### src/common/uart_mmio_consts.svh
`ifndef UART_MMIO_CONSTS_SVH
`define UART_MMIO_CONSTS_SVH

// Serial bit time in clock cycles
`define UART_CLKS_PER_BIT 16

// 32-entry byte FIFOs
`define FIFO_LOGDEPTH 5

// Processor-side address map
`define MMIO_ADDR_STATUS  32'h8000_0000  // Bit 0 tx_ready, bit 1 rx_valid
`define MMIO_ADDR_RX_DATA 32'h8000_0004  // Read pops the RX FIFO
`define MMIO_ADDR_TX_DATA 32'h8000_0008  // Write pushes the TX FIFO
`define MMIO_ADDR_CYCLES  32'h8000_0010
`define MMIO_ADDR_CNT_RST 32'h8000_0018  // Write clears the cycle counter

`endif

### src/common/uart_mmio_pkg.sv
`default_nettype none

package uart_mmio_pkg;

  // One serial payload
  typedef logic [7:0] byte_t;

  // Processor request, taken on the edge where we or re is set
  typedef struct packed {
    logic [31:0] addr;
    logic [31:0] wdata;
    logic        we;
    logic        re;
  } mmio_req_t;

  // Read response, one cycle after the request
  typedef struct packed {
    logic [31:0] rdata;
    logic        rvalid;
  } mmio_rsp_t;

endpackage

`default_nettype wire

### src/uart/uart_tx.sv
`timescale 1ns/1ps
`default_nettype none

`include "uart_mmio_consts.svh"

module uart_tx import uart_mmio_pkg::*; #(
  parameter int CLKS_PER_BIT = `UART_CLKS_PER_BIT
) (
  input  logic  clk,
  input  logic  arst_n,
  input  byte_t data,
  input  logic  valid,
  output logic  ready,
  output logic  serial_out
);
  localparam int CW = $clog2(CLKS_PER_BIT);

  logic [9:0]    shift_q;   // Whole frame, bit 0 is on the line
  logic [CW-1:0] baud_cnt;
  logic [3:0]    bit_cnt;   // Bits already sent in this frame
  logic          busy;
  logic          bit_end;

  assign bit_end    = busy && (baud_cnt == CW'(CLKS_PER_BIT - 1));
  assign ready      = !busy;
  assign serial_out = shift_q[0];

  // Shifting in ones leaves the line idle high after the stop bit
  always_ff @(posedge clk or negedge arst_n) begin
    if (!arst_n) begin
      shift_q  <= '1;
      baud_cnt <= '0;
      bit_cnt  <= '0;
      busy     <= 1'b0;
    end else if (valid && ready) begin
      shift_q  <= {1'b1, data, 1'b0};  // Stop, data LSB first, start
      baud_cnt <= '0;
      bit_cnt  <= '0;
      busy     <= 1'b1;
    end else if (busy) begin
      if (bit_end) begin
        baud_cnt <= '0;
        shift_q  <= {1'b1, shift_q[9:1]};
        bit_cnt  <= bit_cnt + 4'd1;
        if (bit_cnt == 4'd9) begin
          busy <= 1'b0;  // Stop bit done
        end
      end else begin
        baud_cnt <= baud_cnt + CW'(1);
      end
    end
  end

endmodule

`default_nettype wire

### src/uart/uart_rx.sv
`timescale 1ns/1ps
`default_nettype none

`include "uart_mmio_consts.svh"

module uart_rx import uart_mmio_pkg::*; #(
  parameter int CLKS_PER_BIT = `UART_CLKS_PER_BIT
) (
  input  logic  clk,
  input  logic  arst_n,
  input  logic  serial_in,
  output byte_t data,
  output logic  valid,
  input  logic  ready
);
  localparam int CW = $clog2(CLKS_PER_BIT);
  // Half a bit plus the two synchronizer stages, so the first sample
  // lands half a bit after the first edge that saw the start
  localparam int START_LOAD = CLKS_PER_BIT / 2 + 2;

  logic          sync_a;
  logic          sync_b;
  logic          active;
  logic [CW-1:0] baud_cnt;
  logic [3:0]    bit_idx;   // 0 start, 1..8 data, 9 stop
  byte_t         shift_q;
  logic          sample;

  assign sample = active && (baud_cnt == CW'(CLKS_PER_BIT - 1));

  always_ff @(posedge clk or negedge arst_n) begin
    if (!arst_n) begin
      sync_a <= 1'b1;
      sync_b <= 1'b1;
    end else begin
      sync_a <= serial_in;
      sync_b <= sync_a;
    end
  end

  always_ff @(posedge clk or negedge arst_n) begin
    if (!arst_n) begin
      active   <= 1'b0;
      baud_cnt <= '0;
      bit_idx  <= '0;
      valid    <= 1'b0;
    end else begin
      if (valid && ready) begin
        valid <= 1'b0;
      end
      if (!active) begin
        if (!sync_b) begin  // Start edge
          active   <= 1'b1;
          baud_cnt <= CW'(START_LOAD);
          bit_idx  <= '0;
        end
      end else if (sample) begin
        baud_cnt <= '0;
        bit_idx  <= bit_idx + 4'd1;
        if (bit_idx == 4'd0 && sync_b) begin
          active <= 1'b0;  // Glitch, not a start bit
        end
        if (bit_idx == 4'd9) begin
          active <= 1'b0;
          // A bad stop bit drops the byte
          if (sync_b) begin
            valid <= 1'b1;
          end
        end
      end else begin
        baud_cnt <= baud_cnt + CW'(1);
      end
    end
  end

  always_ff @(posedge clk) begin
    if (sample) begin
      if (bit_idx >= 4'd1 && bit_idx <= 4'd8) begin
        shift_q <= {sync_b, shift_q[7:1]};  // LSB arrives first
      end
      if (bit_idx == 4'd9) begin
        data <= shift_q;
      end
    end
  end

endmodule

`default_nettype wire

### src/design/byte_fifo.sv
`timescale 1ns/1ps
`default_nettype none

`include "uart_mmio_consts.svh"

module byte_fifo import uart_mmio_pkg::*; #(
  parameter int LOGDEPTH = `FIFO_LOGDEPTH
) (
  input  logic  clk,
  input  logic  arst_n,
  input  logic  enq_valid,
  output logic  enq_ready,
  input  byte_t enq_data,
  output logic  deq_valid,
  input  logic  deq_ready,
  output byte_t deq_data
);
  localparam int DEPTH = 1 << LOGDEPTH;

  byte_t               mem [DEPTH];
  logic [LOGDEPTH-1:0] wr_ptr;  // Wraps on its own
  logic [LOGDEPTH-1:0] rd_ptr;
  logic [LOGDEPTH:0]   count;
  logic                do_enq;
  logic                do_deq;

  assign enq_ready = (count != (LOGDEPTH + 1)'(DEPTH));
  assign deq_valid = (count != '0);
  assign deq_data  = mem[rd_ptr];
  assign do_enq    = enq_valid && enq_ready;
  assign do_deq    = deq_valid && deq_ready;

  always_ff @(posedge clk) begin
    if (do_enq) begin
      mem[wr_ptr] <= enq_data;
    end
  end

  always_ff @(posedge clk or negedge arst_n) begin
    if (!arst_n) begin
      wr_ptr <= '0;
      rd_ptr <= '0;
      count  <= '0;
    end else begin
      if (do_enq) begin
        wr_ptr <= wr_ptr + LOGDEPTH'(1);
      end
      if (do_deq) begin
        rd_ptr <= rd_ptr + LOGDEPTH'(1);
      end
      // Simultaneous push and pop keeps the count
      if (do_enq && !do_deq) begin
        count <= count + (LOGDEPTH + 1)'(1);
      end else if (do_deq && !do_enq) begin
        count <= count - (LOGDEPTH + 1)'(1);
      end
    end
  end

endmodule

`default_nettype wire

### src/design/mmio_regs.sv
`timescale 1ns/1ps
`default_nettype none

`include "uart_mmio_consts.svh"

module mmio_regs import uart_mmio_pkg::*; (
  input  logic      clk,
  input  logic      arst_n,
  input  mmio_req_t req,
  output mmio_rsp_t rsp,
  output logic      tx_enq_valid,
  input  logic      tx_enq_ready,
  output byte_t     tx_enq_data,
  input  logic      rx_deq_valid,
  output logic      rx_deq_ready,
  input  byte_t     rx_deq_data
);
  logic [31:0] cycle_cnt;
  logic [31:0] rdata_d;
  logic [31:0] rdata_q;
  logic        rvalid_q;
  logic        cnt_clr;

  // A full TX FIFO drops the write through enq_ready
  assign tx_enq_valid = req.we && (req.addr == `MMIO_ADDR_TX_DATA);
  assign tx_enq_data  = req.wdata[7:0];
  assign rx_deq_ready = req.re && (req.addr == `MMIO_ADDR_RX_DATA);  // Pop on read
  assign cnt_clr      = req.we && (req.addr == `MMIO_ADDR_CNT_RST);

  // Values seen before the edge that takes the request
  always_comb begin
    case (req.addr)
      `MMIO_ADDR_STATUS:  rdata_d = {30'b0, rx_deq_valid, tx_enq_ready};
      `MMIO_ADDR_RX_DATA: rdata_d = {24'b0, rx_deq_data};
      `MMIO_ADDR_CYCLES:  rdata_d = cycle_cnt;
      default:            rdata_d = '0;
    endcase
  end

  always_ff @(posedge clk or negedge arst_n) begin
    if (!arst_n) begin
      rvalid_q <= 1'b0;
    end else begin
      rvalid_q <= req.re;
    end
  end

  // Read data holds until the next read
  always_ff @(posedge clk) begin
    if (req.re) begin
      rdata_q <= rdata_d;
    end
  end

  always_ff @(posedge clk or negedge arst_n) begin
    if (!arst_n) begin
      cycle_cnt <= '0;
    end else if (cnt_clr) begin
      cycle_cnt <= '0;
    end else begin
      cycle_cnt <= cycle_cnt + 32'd1;  // Free running, wraps
    end
  end

  assign rsp = '{rdata: rdata_q, rvalid: rvalid_q};

endmodule

`default_nettype wire

### src/design/uart_mmio_top.sv
`timescale 1ns/1ps
`default_nettype none

`include "uart_mmio_consts.svh"

module uart_mmio_top import uart_mmio_pkg::*; (
  input  logic      clk,
  input  logic      arst_n,
  input  mmio_req_t req,
  output mmio_rsp_t rsp,
  input  logic      serial_rx,
  output logic      serial_tx
);
  // Register block to TX FIFO
  logic  tx_enq_valid;
  logic  tx_enq_ready;
  byte_t tx_enq_data;
  // TX FIFO to serializer
  logic  tx_deq_valid;
  logic  tx_deq_ready;
  byte_t tx_deq_data;
  // Deserializer to RX FIFO
  logic  rx_enq_valid;
  logic  rx_enq_ready;
  byte_t rx_enq_data;
  // RX FIFO to register block
  logic  rx_deq_valid;
  logic  rx_deq_ready;
  byte_t rx_deq_data;

  mmio_regs regs (
    .clk          (clk),
    .arst_n       (arst_n),
    .req          (req),
    .rsp          (rsp),
    .tx_enq_valid (tx_enq_valid),
    .tx_enq_ready (tx_enq_ready),
    .tx_enq_data  (tx_enq_data),
    .rx_deq_valid (rx_deq_valid),
    .rx_deq_ready (rx_deq_ready),
    .rx_deq_data  (rx_deq_data)
  );

  byte_fifo #(.LOGDEPTH(`FIFO_LOGDEPTH)) tx_fifo (
    .clk       (clk),
    .arst_n    (arst_n),
    .enq_valid (tx_enq_valid),
    .enq_ready (tx_enq_ready),
    .enq_data  (tx_enq_data),
    .deq_valid (tx_deq_valid),
    .deq_ready (tx_deq_ready),
    .deq_data  (tx_deq_data)
  );

  byte_fifo #(.LOGDEPTH(`FIFO_LOGDEPTH)) rx_fifo (
    .clk       (clk),
    .arst_n    (arst_n),
    .enq_valid (rx_enq_valid),
    .enq_ready (rx_enq_ready),  // Full FIFO loses the byte
    .enq_data  (rx_enq_data),
    .deq_valid (rx_deq_valid),
    .deq_ready (rx_deq_ready),
    .deq_data  (rx_deq_data)
  );

  uart_tx #(.CLKS_PER_BIT(`UART_CLKS_PER_BIT)) tx (
    .clk        (clk),
    .arst_n     (arst_n),
    .data       (tx_deq_data),
    .valid      (tx_deq_valid),
    .ready      (tx_deq_ready),
    .serial_out (serial_tx)
  );

  uart_rx #(.CLKS_PER_BIT(`UART_CLKS_PER_BIT)) rx (
    .clk       (clk),
    .arst_n    (arst_n),
    .serial_in (serial_rx),
    .data      (rx_enq_data),
    .valid     (rx_enq_valid),
    .ready     (rx_enq_ready)
  );

endmodule

`default_nettype wire

### config.mk
export PLATFORM = sky130hd
export DESIGN_NAME = uart_mmio_top
export DESIGN_NICKNAME = d
export VERILOG_FILES = /design/src/common/uart_mmio_pkg.sv /design/src/uart/uart_tx.sv /design/src/uart/uart_rx.sv /design/src/design/byte_fifo.sv /design/src/design/mmio_regs.sv /design/src/design/uart_mmio_top.sv
export VERILOG_INCLUDE_DIRS = /design/src /design/src/common
export SDC_FILE = /design/constraint.sdc
export NUM_CORES = 1
export LEC_CHECK = 0
export ABC_AREA = 1
export CAP_MARGIN = 20
export CELL_PAD_IN_SITES_DETAIL_PLACEMENT = 1
export CELL_PAD_IN_SITES_GLOBAL_PLACEMENT = 2
export CORE_MARGIN = 4
export CORE_UTILIZATION = 42
export CTS_BUF_LIST = sky130_fd_sc_hd__clkbuf_16
export DETAILED_ROUTE_END_ITERATION = 8
export DONT_BUFFER_PORTS = 1
export PLACE_DENSITY = 0.9
export SYNTH_ARGS = -nofsm -noshare
export SYNTH_HDL_FRONTEND = slang
export SYNTH_HIERARCHICAL = 1
export SYNTH_SLANG_ARGS = --single-unit
export TNS_END_PERCENT = 50
### constraint.sdc
create_clock -name clk -period 2.4 [get_ports clk]
set_input_delay 0 -clock clk [delete_from_list [all_inputs] [get_ports clk]]
set_output_delay 0 -clock clk [all_outputs]
set_load 0.01 [all_outputs]
==> flow_summary_export.csv, run 1 <==
group,metric,value,unit
final_layout,layout-drive-gt1-share,10.6,%
timing,setup_slack,0.0979,ns
timing,fmax,434,MHz
synth,synth_top_family_by_area,"simple AND/OR/NAND/NOR gates",
routing,dr.first_iter.drc_count,1509,
synth,syn_area,0.0295,mm2
synth,ys_types,38,
synth,yosysWarnings,6,
floorplan,core,0.0691,mm2
placed_design,place_ws,-0.109,ns
clock_tree,cts-root-buf,"clkbuf_16",
power,combPwrFrac,2.1,%
placed_design,dp_cells,3861,
synth,synthFlopType,"edfxtp_1",
synth,synthTopCellsByCount,"954 x nand2_1, 560 x edfxtp_1, 384 x nand3_1",
placed_design,place_hpwl,49300,um
routing,vias,20800,
synth,yosysMostFrequentCell,"nand2_1",
floorplan,die_h,273,um
timing,fin_crit,2.30,ns
final_layout,fin_nets,3150,
floorplan,io_pins,103,
timing,finalSetupTns,0,ns
synth,synth_top_area_share,57.0,%
worst_setup_path,slowest_stage,"dfrtp_1",
synth,postSynthAreaPerCell,9.99,um2
power,ir_worst_vdd,0.834,mV
grt,grt_pass1_vias,22300,
worst_setup_path,end_kind,"flop",
final_layout,syn_to_final_growth,14.3,%
clock_tree,clk_latency,0.62,ns
synth,synth_compound_area_share,1.87,%
floorplan,dieArea,0.0746,mm2
clock_tree,cts_buffers,72,
grt,grt_use_total,21.2,%
power,p_switching,4910,uW
routing,drt-total-wl,79300,um
power,clockPowerShare,45.3,%
timing,clock_skew,0.0234,ns
worst_setup_path,critPathLaunch,"rx_fifo/count[0]",
synth,synthTopCellsByArea,"edfxtp_1 57%, nand2_1 12%, dfrtp_1 7.1%",
timing,period_share,95.9,%
floorplan,num_rows,96,
synth,yosys.area.top_type,"edfxtp_1",
clock_tree,cts_tree,"built",
worst_setup_path,critPathMaxFanout,8,
synth,synth-seq-area-share,65.1,%
routing,avgRoutedWirePerCell,19.6,um
power,powerDensity,704,mW/mm2
worst_setup_path,cp_slowest_stage_delay,0.39,ns
worst_setup_path,critPathLaunchType,"flop",
clock_tree,cts.clk_slew.worst_paths,0.06,ns
routing,antenna_left,0,
timing,drv_slew,0,
grt,overflow,0,
worst_setup_path,arrival,2.79,ns
clock_tree,cts_htree_levels,3,
power,pwr-share-seq,52.6,%
worst_setup_path,worstPathCellList,"inv_2 -> nand3_1 -> inv_1 -> nand3b_1 -> nand2_2 -> inv_2 -> ha_2 -> inv_4 -> ha_1 -> nand3_2 -> nand3_2 -> or2_2 -> nand3_1 -> o21ai_0",
power,p_int,18800,uW
synth,syn_nets,3055,
timing,slew_headroom,49.2,%
worst_setup_path,critPathKind,"reg2reg",
synth,synthCells,2954,
synth,synth_edf_count,560,
run,maxCapViolCount,0,
worst_setup_path,required,2.88,ns
power,sw_frac_of_total,20.7,%
worst_setup_path,r2r-start,"rx_fifo/count[0]",
synth,synthXorXnorAreaFrac,1.04,%
clock_tree,clk_path_buf_depth,3,
clock_tree,cts_sinks,655,
synth,yosys.area_share.simple,23.2,%
timing,finalSetupViolations,0,
timing,hold_viol_final,0,
placed_design,io_buffers,0,
routing,drc,0,
timing,tightest_slew,0.761,ns
final_layout,antenna_cells,0,
synth,ys_ff_latch,655,
power,p_leak,0.0140,uW
synth,async_reset_ff_share,14.5,%
floorplan,fp.dieW,273,um
grt,antenna_found_initial,0,
grt,grt_max_degree,139,
floorplan,start_util,42.7,%
run_status,status,"completed",
synth,synthMuxAreaShare,0,%
hold_path,hold_path_class,"in2async",
placed_design,gp_congestion,0.795,
routing,vias_per_cell,5.17,
synth,synthAdderAreaFrac,1.41,%
final_layout,final_cells,4035,
grt,grt_pass1_wl,124000,um
routing,first_pass_iters,5,
-- path summary, 6_finish.rpt --
| path | end | slack [ns] | depth (start not counted) |
|---|---|---|---|
| setup / recovery | rx_fifo/count[3] | 0.1 | 14 |
| hold / removal | rx_fifo/rd_ptr[2] | 0.01 | 2 |
| setup reg to reg | rx_fifo/count[3] | 0.1 | 14 |
| hold reg to reg | rx/sync_b | 0.36 | 0 |
| max in group asynchronous | tx_fifo/rd_ptr[0] | 1.90 | 2 |
| min in group clk | regs/rdata_q[5] | 0.03 | 6 |
-- power by group through the flow --
stage | Clock, uW | Combinational [uW] | Sequential (uW)
4_1_cts | 11000 | 503 | 12500
6_report | 10800 | 493 | 12500
3_3_place_gp | 0 | 274 | 12700
5_1_grt | 11500 | 568 | 12500
3_5_place_dp | 0 | 306 | 12700
2_1_floorplan | 0 | 280 | 12700
-- state kept, by name (all words and copies together), names as in the netlist, 6 cells and up --
| register | cells |
|---|---|
| tx/shift_q | 9 |
| rx_fifo/count | 6 |
| tx_fifo/count | 6 |
| regs/rdata_q | 32 |
| tx_fifo/mem | 256 |
| rx/shift_q | 8 |
| rx_fifo/mem | 256 |
| regs/cycle_cnt | 32 |
| rx/data | 8 |
-- worst max-delay path: cells and delay by family, from the launching register on --
family / cells / cell delay [ns]
AO/OA/AOI/OAI: 1 / 0.08
adder cells (fa/ha/maj): 2 / 0.54
buffers and inverters: 4 / 0.32
flip-flops: 1 / 0.39
AND/OR/NAND/NOR: 7 / 0.85
-- final cells by class --
cell class                      instances  area (um2)
Inverter                              393        1480
Timing Repair Buffer                  146        1410
Multi-Input combinational cell       1781        8160
Sequential cell                       655       19200
Clock inverter                         56         448
Tap cell                              931        1160
Fill cell                            7620       35400
Clock buffer                           73        1830
-- placed cells by master (no fill, tap or decap), types with 3 or more instances in the layout --
cell,Yosys,final
a21oi_1,36,35
nor2_2,31,31
a31oi_1,3,3
buf_4,20,100
nor3_1,67,66
nand2_2,14,16
o21ai_0,32,30
edfxtp_1,560,560
dfrtp_1,84,80
dfstp_2,11,11
clkbuf_16,0,74
buf_2,78,5
inv_4,0,3
bufinv_16,0,7
nand2_1,954,952
xor2_1,30,30
inv_2,13,15
nor2_1,150,150
nor2_4,5,5
dlygate4sd3_1,0,17
ha_1,30,27
o21ai_1,4,6
o211ai_1,16,16
nand3_1,384,381
nand3_2,1,4
inv_1,370,381
clkinv_1,10,27
clkinv_2,0,10
buf_12,0,18
xnor2_1,5,5
-- metrics by stage --
step                      hold WS (ns)  total power [uW]  instance area, um2  utilization, %
after floorplan                 -0.296             13000               29500               -
after global placement          -0.289             13000               30800            44.7
after detailed placement        -0.278             13000               30800            44.7
after CTS                      0.00292             24000               33500            48.6
after global routing            0.0437             24600               33700            48.8
final                           0.0134             23700               33700            48.8
-- timing repair --
action / CTS / global route
buffers inserted: 2 / 10
hold endpoints to repair: 421 / 0
cloned: 0 / 1
endpoints found under the setup margin: 4 / 11
hold buffers: 27 / 0
gates resized for setup: 7 / 15
pin swaps: 1 / 4
-- cells by family (layout without fill, tap and decap cells) --
kind of cell / count (synthesis) / in the layout
compound gates: 97 / 97
fa+ha+maj: 32 / 32
simple gates: 1617 / 1617
xor+xnor: 35 / 35
flops: 655 / 655
buf+inv: 518 / 668
-- layer usage --
metal,GRT usage (%),wire length (um),part of all wire (%),up-vias
met5,0,0,0,-
met2,37.0,39800,50,438
met4,7.07,2380,3.0,0
met3,2.60,3140,4.0,127
met1,27.5,34000,43,10500
li1,-,-,-,9817
Note: power is estimated with default switching activity, not from simulation.
==> run 2, diff against run 1 <==
--- a/config.mk
+++ b/config.mk
@@ -10,9 +10,10 @@
 export CAP_MARGIN = 20
 export CELL_PAD_IN_SITES_DETAIL_PLACEMENT = 1
 export CELL_PAD_IN_SITES_GLOBAL_PLACEMENT = 2
-export CORE_MARGIN = 4
+export CORE_MARGIN = 1
 export CORE_UTILIZATION = 42
 export CTS_BUF_LIST = sky130_fd_sc_hd__clkbuf_16
+export CTS_CLUSTER_SIZE = 8
 export DETAILED_ROUTE_END_ITERATION = 8
 export DONT_BUFFER_PORTS = 1
 export PLACE_DENSITY = 0.9
==> run 2 against run 1 <==
Net effect:
- cell count grew 0.87%
- sequential share of layout area shrank 0.86 points
- die area shrank 4.3%
- global-route usage grew 1.1 points
- count of clock-buffer cells in the layout grew 20
- fmax shrank 3.7%
- hold slack lost 0.0042 ns
- critical path depth is the same
- highest routed layer unchanged
- clock power grew 9%
- clock skew grew 0.011 ns
==> flow_summary_export.csv, run 2 (synthesis gave the netlist of run 1 again) <==
group,metric,value,unit
worst_setup_path,critPathLaunchType,"flop",
timing,fin_crit,2.39,ns
power,sw_frac_of_total,21.1,%
worst_setup_path,required,2.91,ns
final_layout,layout-drive-gt1-share,10.9,%
final_layout,syn_to_final_growth,16.0,%
power,pwr-share-seq,50.3,%
routing,drt-total-wl,79000,um
power,clockPowerShare,47.6,%
run_status,status,"completed",
routing,dr.first_iter.drc_count,1166,
worst_setup_path,arrival,2.90,ns
clock_tree,cts.clk_slew.worst_paths,0.06,ns
final_layout,design_area,0.0342,mm2
timing,finalSetupTns,0,ns
routing,vias,20800,
worst_setup_path,worstPathCellList,"nor2_2 -> nand3_2 -> inv_2 -> nand3b_1 -> nand2_2 -> clkinv_4 -> ha_4 -> inv_6 -> ha_4 -> nand2_1 -> nand3_2 -> or2_4 -> nand3_1 -> o21ai_1",
worst_setup_path,critPathMaxFanout,5,
final_layout,fin_nets,3173,
worst_setup_path,critPathKind,"reg2reg",
timing,hold_viol_final,0,
power,p_int,19600,uW
placed_design,place_hpwl,48200,um
grt,overflow,0,
routing,antenna_left,0,
power,p_switching,5250,uW
floorplan,start_util,42.7,%
timing,fmax,418,MHz
grt,grt_max_degree,139,
clock_tree,cts_sinks,655,
grt,grt_use_total,22.3,%
worst_setup_path,cp_slowest_stage_delay,0.43,ns
floorplan,fp.dieW,267,um
clock_tree,cts_buffers,92,
timing,tightest_slew,1.06,ns
grt,antenna_found_initial,3,
timing,clock_skew,0.0348,ns
timing,slew_headroom,29.0,%
power,ir_worst_vdd,0.529,mV
timing,drv_slew,0,
grt,grt_pass1_vias,22300,
final_layout,n_fill_cell,7560,
placed_design,dp_cells,3864,
final_layout,final_common_cell,"nand2_1",
final_layout,mostFrequentLayoutCells,"953 x nand2_1, 560 x edfxtp_1, 422 x inv_1",
routing,avgRoutedWirePerCell,19.4,um
final_layout,reg_top3,"rx_fifo/mem x256, tx_fifo/mem x256",
floorplan,die_h,267,um
power,combPwrFrac,2.0,%
routing,first_pass_iters,5,
placed_design,io_buffers,0,
floorplan,dieArea,0.0713,mm2
placed_design,gp_congestion,0.839,
routing,vias_per_cell,5.12,
power,powerDensity,727,mW/mm2
floorplan,io_pins,103,
clock_tree,clk_path_buf_depth,3,
floorplan,core,0.0691,mm2
timing,holdWs,0.00926,ns
worst_setup_path,crit_buf_inv,3,
run,maxCapViolCount,0,
clock_tree,cts_tree,"built",
timing,period_share,99.6,%
floorplan,num_rows,96,
timing,grt_setup_unrepaired,"yes",
final_layout,final_cells,4070,
grt,grt_pass1_wl,123000,um
worst_setup_path,slowest_stage,"dfrtp_2",
timing,finalSetupViolations,0,
clock_tree,cts-root-buf,"clkbuf_16",
worst_setup_path,cp_top_family,"simple AND/OR/NAND/NOR gates",
hold_path,hold_path_class,"in2async",
worst_setup_path,end_kind,"flop",
clock_tree,cts_htree_levels,3,
placed_design,placed_area,0.0309,mm2
power,p_leak,0.0143,uW
clock_tree,clk_latency,0.63,ns
routing,drc,0,
[run 2: cell count changes in the layout (fill, tap and decap cells not counted), sizes merged, moves of 3 or more]
cell,change
clkbuf,+19
inv,+42
diode,+3
bufinv,-6
clkinv,-25
[run 2: path summary, 6_finish.rpt]
| check | startpoint | to | slack (ns) | cells after the start |
|---|---|---|---|---|
| worst max-delay path | rx_fifo/count[2] | rx_fifo/count[3] | 0.01 | 14 |
| worst min-delay path | arst_n | rx_fifo/wr_ptr[3] | 0.009 | 2 |
| worst max register to register | rx_fifo/count[2] | rx_fifo/count[3] | 0.01 | 14 |
| worst min register to register | rx/sync_a | rx/sync_b | 0.36 | 0 |
| max in group asynchronous | arst_n | tx/baud_cnt[3] | 1.91 | 2 |
| min in group clk | req[36] | regs/rdata_q[4] | 0.06 | 7 |
[run 2: layer usage]
layer	share of wire, %	routed length (um)	track usage, %	vias up
li1	-	-	-	9870
met1	42	33100	27.6	10300
met2	50	39800	39.2	465
met3	4.9	3860	3.68	149
met4	2.8	2180	7.56	0
met5	0	0	0	-
[run 2: layout make-up]
type	count	area, um2	share of cell area [%]
clock buffer	93	2330	6.80
tap	931	1160	3.40
timing repair buffer	149	1460	4.25
multi-input combinational	1781	8220	24.0
sequential	655	19200	56.1
inverter	393	1490	4.35
antenna	3	7.51	0.0219
clock inverter	65	352	1.03
[run 2: power groups by stage]
stage	clock network [uW]	logic (uW)	registers, uW
after floorplan	0	280	12700
after global placement	0	276	12700
after detailed placement	0	308	12700
after CTS	12100	517	12500
after global routing	12500	586	12500
final	11800	505	12500
[run 2: repair_timing]
action                                  in CTS  in global routing
hold endpoints to repair                   428                  0
hold buffers                                29                  0
resized for setup                            9                 26
endpoints found under the setup margin       9                 17
pin swaps                                    1                  7
gates cloned                                 0                  1
setup buffers                                0                 12
[run 2: metrics by stage]
step | worst slack, ns | power (uW) | util [%]
CTS | -0.00783 | 25100 | 49.2
global placement | -0.138 | 13000 | 44.7
floorplan | 0.159 | 13000 | -
detailed placement | -0.156 | 13000 | 44.7
finish | 0.00996 | 24900 | 49.6
global route | -0.126 | 25600 | 49.6
==> run 3, diff against run 2 <==
--- a/config.mk
+++ b/config.mk
@@ -6,17 +6,16 @@
 export SDC_FILE = /design/constraint.sdc
 export NUM_CORES = 1
 export LEC_CHECK = 0
-export ABC_AREA = 1
 export CAP_MARGIN = 20
 export CELL_PAD_IN_SITES_DETAIL_PLACEMENT = 1
 export CELL_PAD_IN_SITES_GLOBAL_PLACEMENT = 2
 export CORE_MARGIN = 1
-export CORE_UTILIZATION = 42
+export CORE_UTILIZATION = 48
 export CTS_BUF_LIST = sky130_fd_sc_hd__clkbuf_16
 export CTS_CLUSTER_SIZE = 8
 export DETAILED_ROUTE_END_ITERATION = 8
 export DONT_BUFFER_PORTS = 1
-export PLACE_DENSITY = 0.9
+export PLACE_DENSITY = 0.89
 export SYNTH_ARGS = -nofsm -noshare
 export SYNTH_HDL_FRONTEND = slang
 export SYNTH_HIERARCHICAL = 1
==> run 3 against run 2 <==
Net effect:
- the flow now finishes with violations (hold timing, setup timing)
- synthesized cell count fell by 47%
- utilization rose by 8.9 points
- wire length fell by 11%
- hold slack got worse by 0.011 ns
- clock power barely moved
- count of clock-buffer cells in the layout rose by 1
- non-clock buffer count rose by 40
- critical path type unchanged
- largest cell class unchanged
- largest power group unchanged
==> flow_summary_export.csv, run 3 <==
group,metric,value,unit
synth,yosysMostFrequentCell,"edfxtp_1",
synth,syn_area,0.0270,mm2
routing,vias_per_cell,6.01,
synth,async_reset_ff_share,14.5,%
hold_path,hold_path_class,"in2async",
worst_setup_path,end_kind,"flop",
routing,avgRoutedWirePerCell,27.2,um
floorplan,fp.dieW,239,um
final_layout,syn_to_final_growth,19.6,%
placed_design,place_hpwl,40900,um
clock_tree,cts-root-buf,"clkbuf_16",
routing,dr.first_iter.drc_count,1173,
grt,overflow,0,
synth,ys_ff_latch,655,
synth,yosys.area.top_type,"edfxtp_1",
run_status,status,"finished, violations left",
floorplan,dieArea,0.0572,mm2
timing,slew_headroom,50.0,%
power,p_leak,0.0115,uW
floorplan,num_rows,86,
synth,synthTopCellsByArea,"edfxtp_1 62%, dfrtp_1 7.8%, mux4_2 4.7%",
final_layout,final_common_cell,"edfxtp_1",
timing,hold_viol_final,1,
synth,postSynthAreaPerCell,17.3,um2
timing,finalSetupViolations,26,
timing,setup_slack,-0.278,ns
routing,drt-total-wl,70100,um
final_layout,mostFrequentLayoutCells,"560 x edfxtp_1, 141 x buf_4, 94 x clkbuf_16",
final_layout,layout-drive-gt1-share,24.9,%
final_layout,multi_input_area,0.00759,mm2
synth,synth-seq-area-share,71.1,%
worst_setup_path,required,2.93,ns
clock_tree,cts.clk_slew.worst_paths,0.06,ns
routing,first_pass_iters,5,
final_layout,fin_nets,1863,
synth,syn_nets,1665,
floorplan,die_h,239,um
grt,antenna_found_initial,2,
floorplan,start_util,48.8,%
placed_design,gp_congestion,0.776,
placed_design,placed_area,0.0288,mm2
routing,antenna_left,0,
timing,tightest_slew,0.747,ns
timing,drv_slew,0,
final_layout,n_fill_cell,4961,
timing,fin_crit,2.68,ns
timing,fmax,373,MHz
worst_setup_path,critPathLaunchType,"flop",
clock_tree,cts_htree_levels,3,
timing,grt_setup_unrepaired,"yes",
synth,ys_types,68,
synth,synth_edf_count,560,
run_status,violations,"hold timing, setup timing",
timing,holdWs,-0.00140,ns
floorplan,io_pins,103,
synth,synthTopCellsByCount,"560 x edfxtp_1, 106 x nor2_1, 84 x dfrtp_1",
run,maxCapViolCount,0,
power,total_power,24800,uW
clock_tree,clk_latency,0.64,ns
synth,yosysWarnings,6,
synth,synthFlopType,"edfxtp_1",
worst_setup_path,rrSetupSlack,-0.28,ns
clock_tree,cts_tree,"built",
final_layout,reg_top3,"rx_fifo/mem x256, tx_fifo/mem x256",
final_layout,design_area,0.0323,mm2
final_layout,regArea,0.0192,mm2
timing,period_share,112,%
floorplan,core,0.0553,mm2
clock_tree,clk_path_buf_depth,3,
power,ir_worst_vdd,0.710,mV
grt,grt_max_degree,96,
worst_setup_path,r2r_cells,9,
clock_tree,cts_sinks,655,
power,powerDensity,767,mW/mm2
worst_setup_path,r2r-start,"rx_fifo/count[3]",
worst_setup_path,critPathKind,"reg2reg",
timing,clock_skew,0.0339,ns
worst_setup_path,critPathMaxFanout,6,
grt,grt_pass1_wl,105000,um
worst_setup_path,arrival,3.21,ns
placed_design,io_buffers,0,
routing,vias,15500,
placed_design,dp_cells,2375,
routing,drc,0,
grt,grt_pass1_vias,16800,
synth,synthCells,1564,
grt,grt_use_total,24.9,%
synth,synth_top_area_share,62.2,%
worst_setup_path,r2r-end,"rx_fifo/count[5]",
final_layout,final_cells,2578,
clock_tree,cts_buffers,91,
[run 3: changes by cell type after synthesis, sizes merged, moves of 19 or more]
| cell | delta |
|---|---|
| and2 | +21 |
| nand2 | -905 |
| nor2 | -81 |
| buf | -49 |
| a211oi | +32 |
| mux2i | +69 |
| nand3 | -356 |
| inv | -353 |
| nor3 | -55 |
| nand4 | +22 |
| o22ai | +22 |
| xnor2 | +23 |
| mux4 | +100 |
| xor2 | -19 |
[run 3: how the worst max path moves through the flow]
stage / from / to / slack, ns / cells after the start
after detailed placement: req[46] / rx_fifo/count[5] / -0.34 / 13
final: rx_fifo/count[3] / rx_fifo/count[5] / -0.28 / 9
after global routing: rx_fifo/count[3] / rx_fifo/count[2] / -0.33 / 8
after global placement: rx_fifo/rd_ptr[0] / regs/rdata_q[6] / -0.11 / 8
after CTS: rx_fifo/count[4] / rx_fifo/count[5] / -0.19 / 9
after floorplan: rx_fifo/count[0] / rx_fifo/count[4] / -0.07 / 10
[run 3: per-stage QoR]
stage	utilization, %	setup slack (ns)	hold slack, ns	TNS, ns
6_report	58.4	-0.278	-0.00140	-1.65
5_1_grt	58.4	-0.327	0.0450	-2.96
4_1_cts	58.0	-0.189	0.0105	-3.15
3_5_place_dp	52.1	-0.343	-0.278	-4.58
3_3_place_gp	52.1	-0.109	-0.281	-0.480
2_1_floorplan	-	-0.0720	-0.296	-0.278
[run 3: cell families (layout without fill, tap and decap cells)]
| kind of cell | count (synthesis) | after routing | synth area share, % |
|---|---|---|---|
| DFF | 655 | 655 | 71.1 |
| and+or+nand+nor | 341 | 341 | 6.75 |
| AOI/OAI and AO/OA | 211 | 211 | 5.25 |
| muxes | 172 | 172 | 11.6 |
| buffers and inverters | 114 | 378 | 2.47 |
| xor gates and xnor gates | 39 | 39 | 1.26 |
| adders and majority gates | 32 | 32 | 1.54 |
| other | 0 | 2 | 0 |
[run 3: critical path, cell delays in order, from the launching register on]
cell and delay [ns]:
dfrtp_1 0.39, or4_4 0.58, o31a_1 0.35, ha_4 0.22, inv_6 0.10, ha_4 0.22
a211oi_4 0.28, a21oi_4 0.12, o21a_1 0.14, nor3_2 0.16
[run 3: report_power, final]
group | internal (uW) | leakage (uW) | switching [uW]
Combinational | 201 | 0.00367 | 310
Sequential | 12400 | 0.00627 | 122
Clock | 6970 | 0.00151 | 4790
Total | 19600 | 0.0115 | 5220
[run 3: final cells by class]
class                           instances  area share (%)
Timing Repair Buffer                  189            5.56
Clock inverter                         65           0.914
Sequential cell                       655            59.5
Multi-Input combinational cell        795            23.5
Tap cell                              748            2.90
Clock buffer                           94            7.28
Antenna cell                            2          0.0155
Inverter                               30           0.379
[run 3: what timing repair did]
action / in CTS / in global routing
pin swaps: 17 / 22
hold buffers: 27 / 0
setup endpoints to repair: 29 / 273
gates cloned: 0 / 0
setup buffers: 10 / 5
gates resized for setup: 32 / 63
endpoints found under the hold margin: 427 / 0
[run 3: routing by layer]
metal	track usage (%)	up-vias	share of wire [%]
met5	0	-	0
met4	9.50	0	3.4
met3	4.23	158	5.5
met2	43.5	569	52
met1	31.0	8116	39
li1	-	6654	-
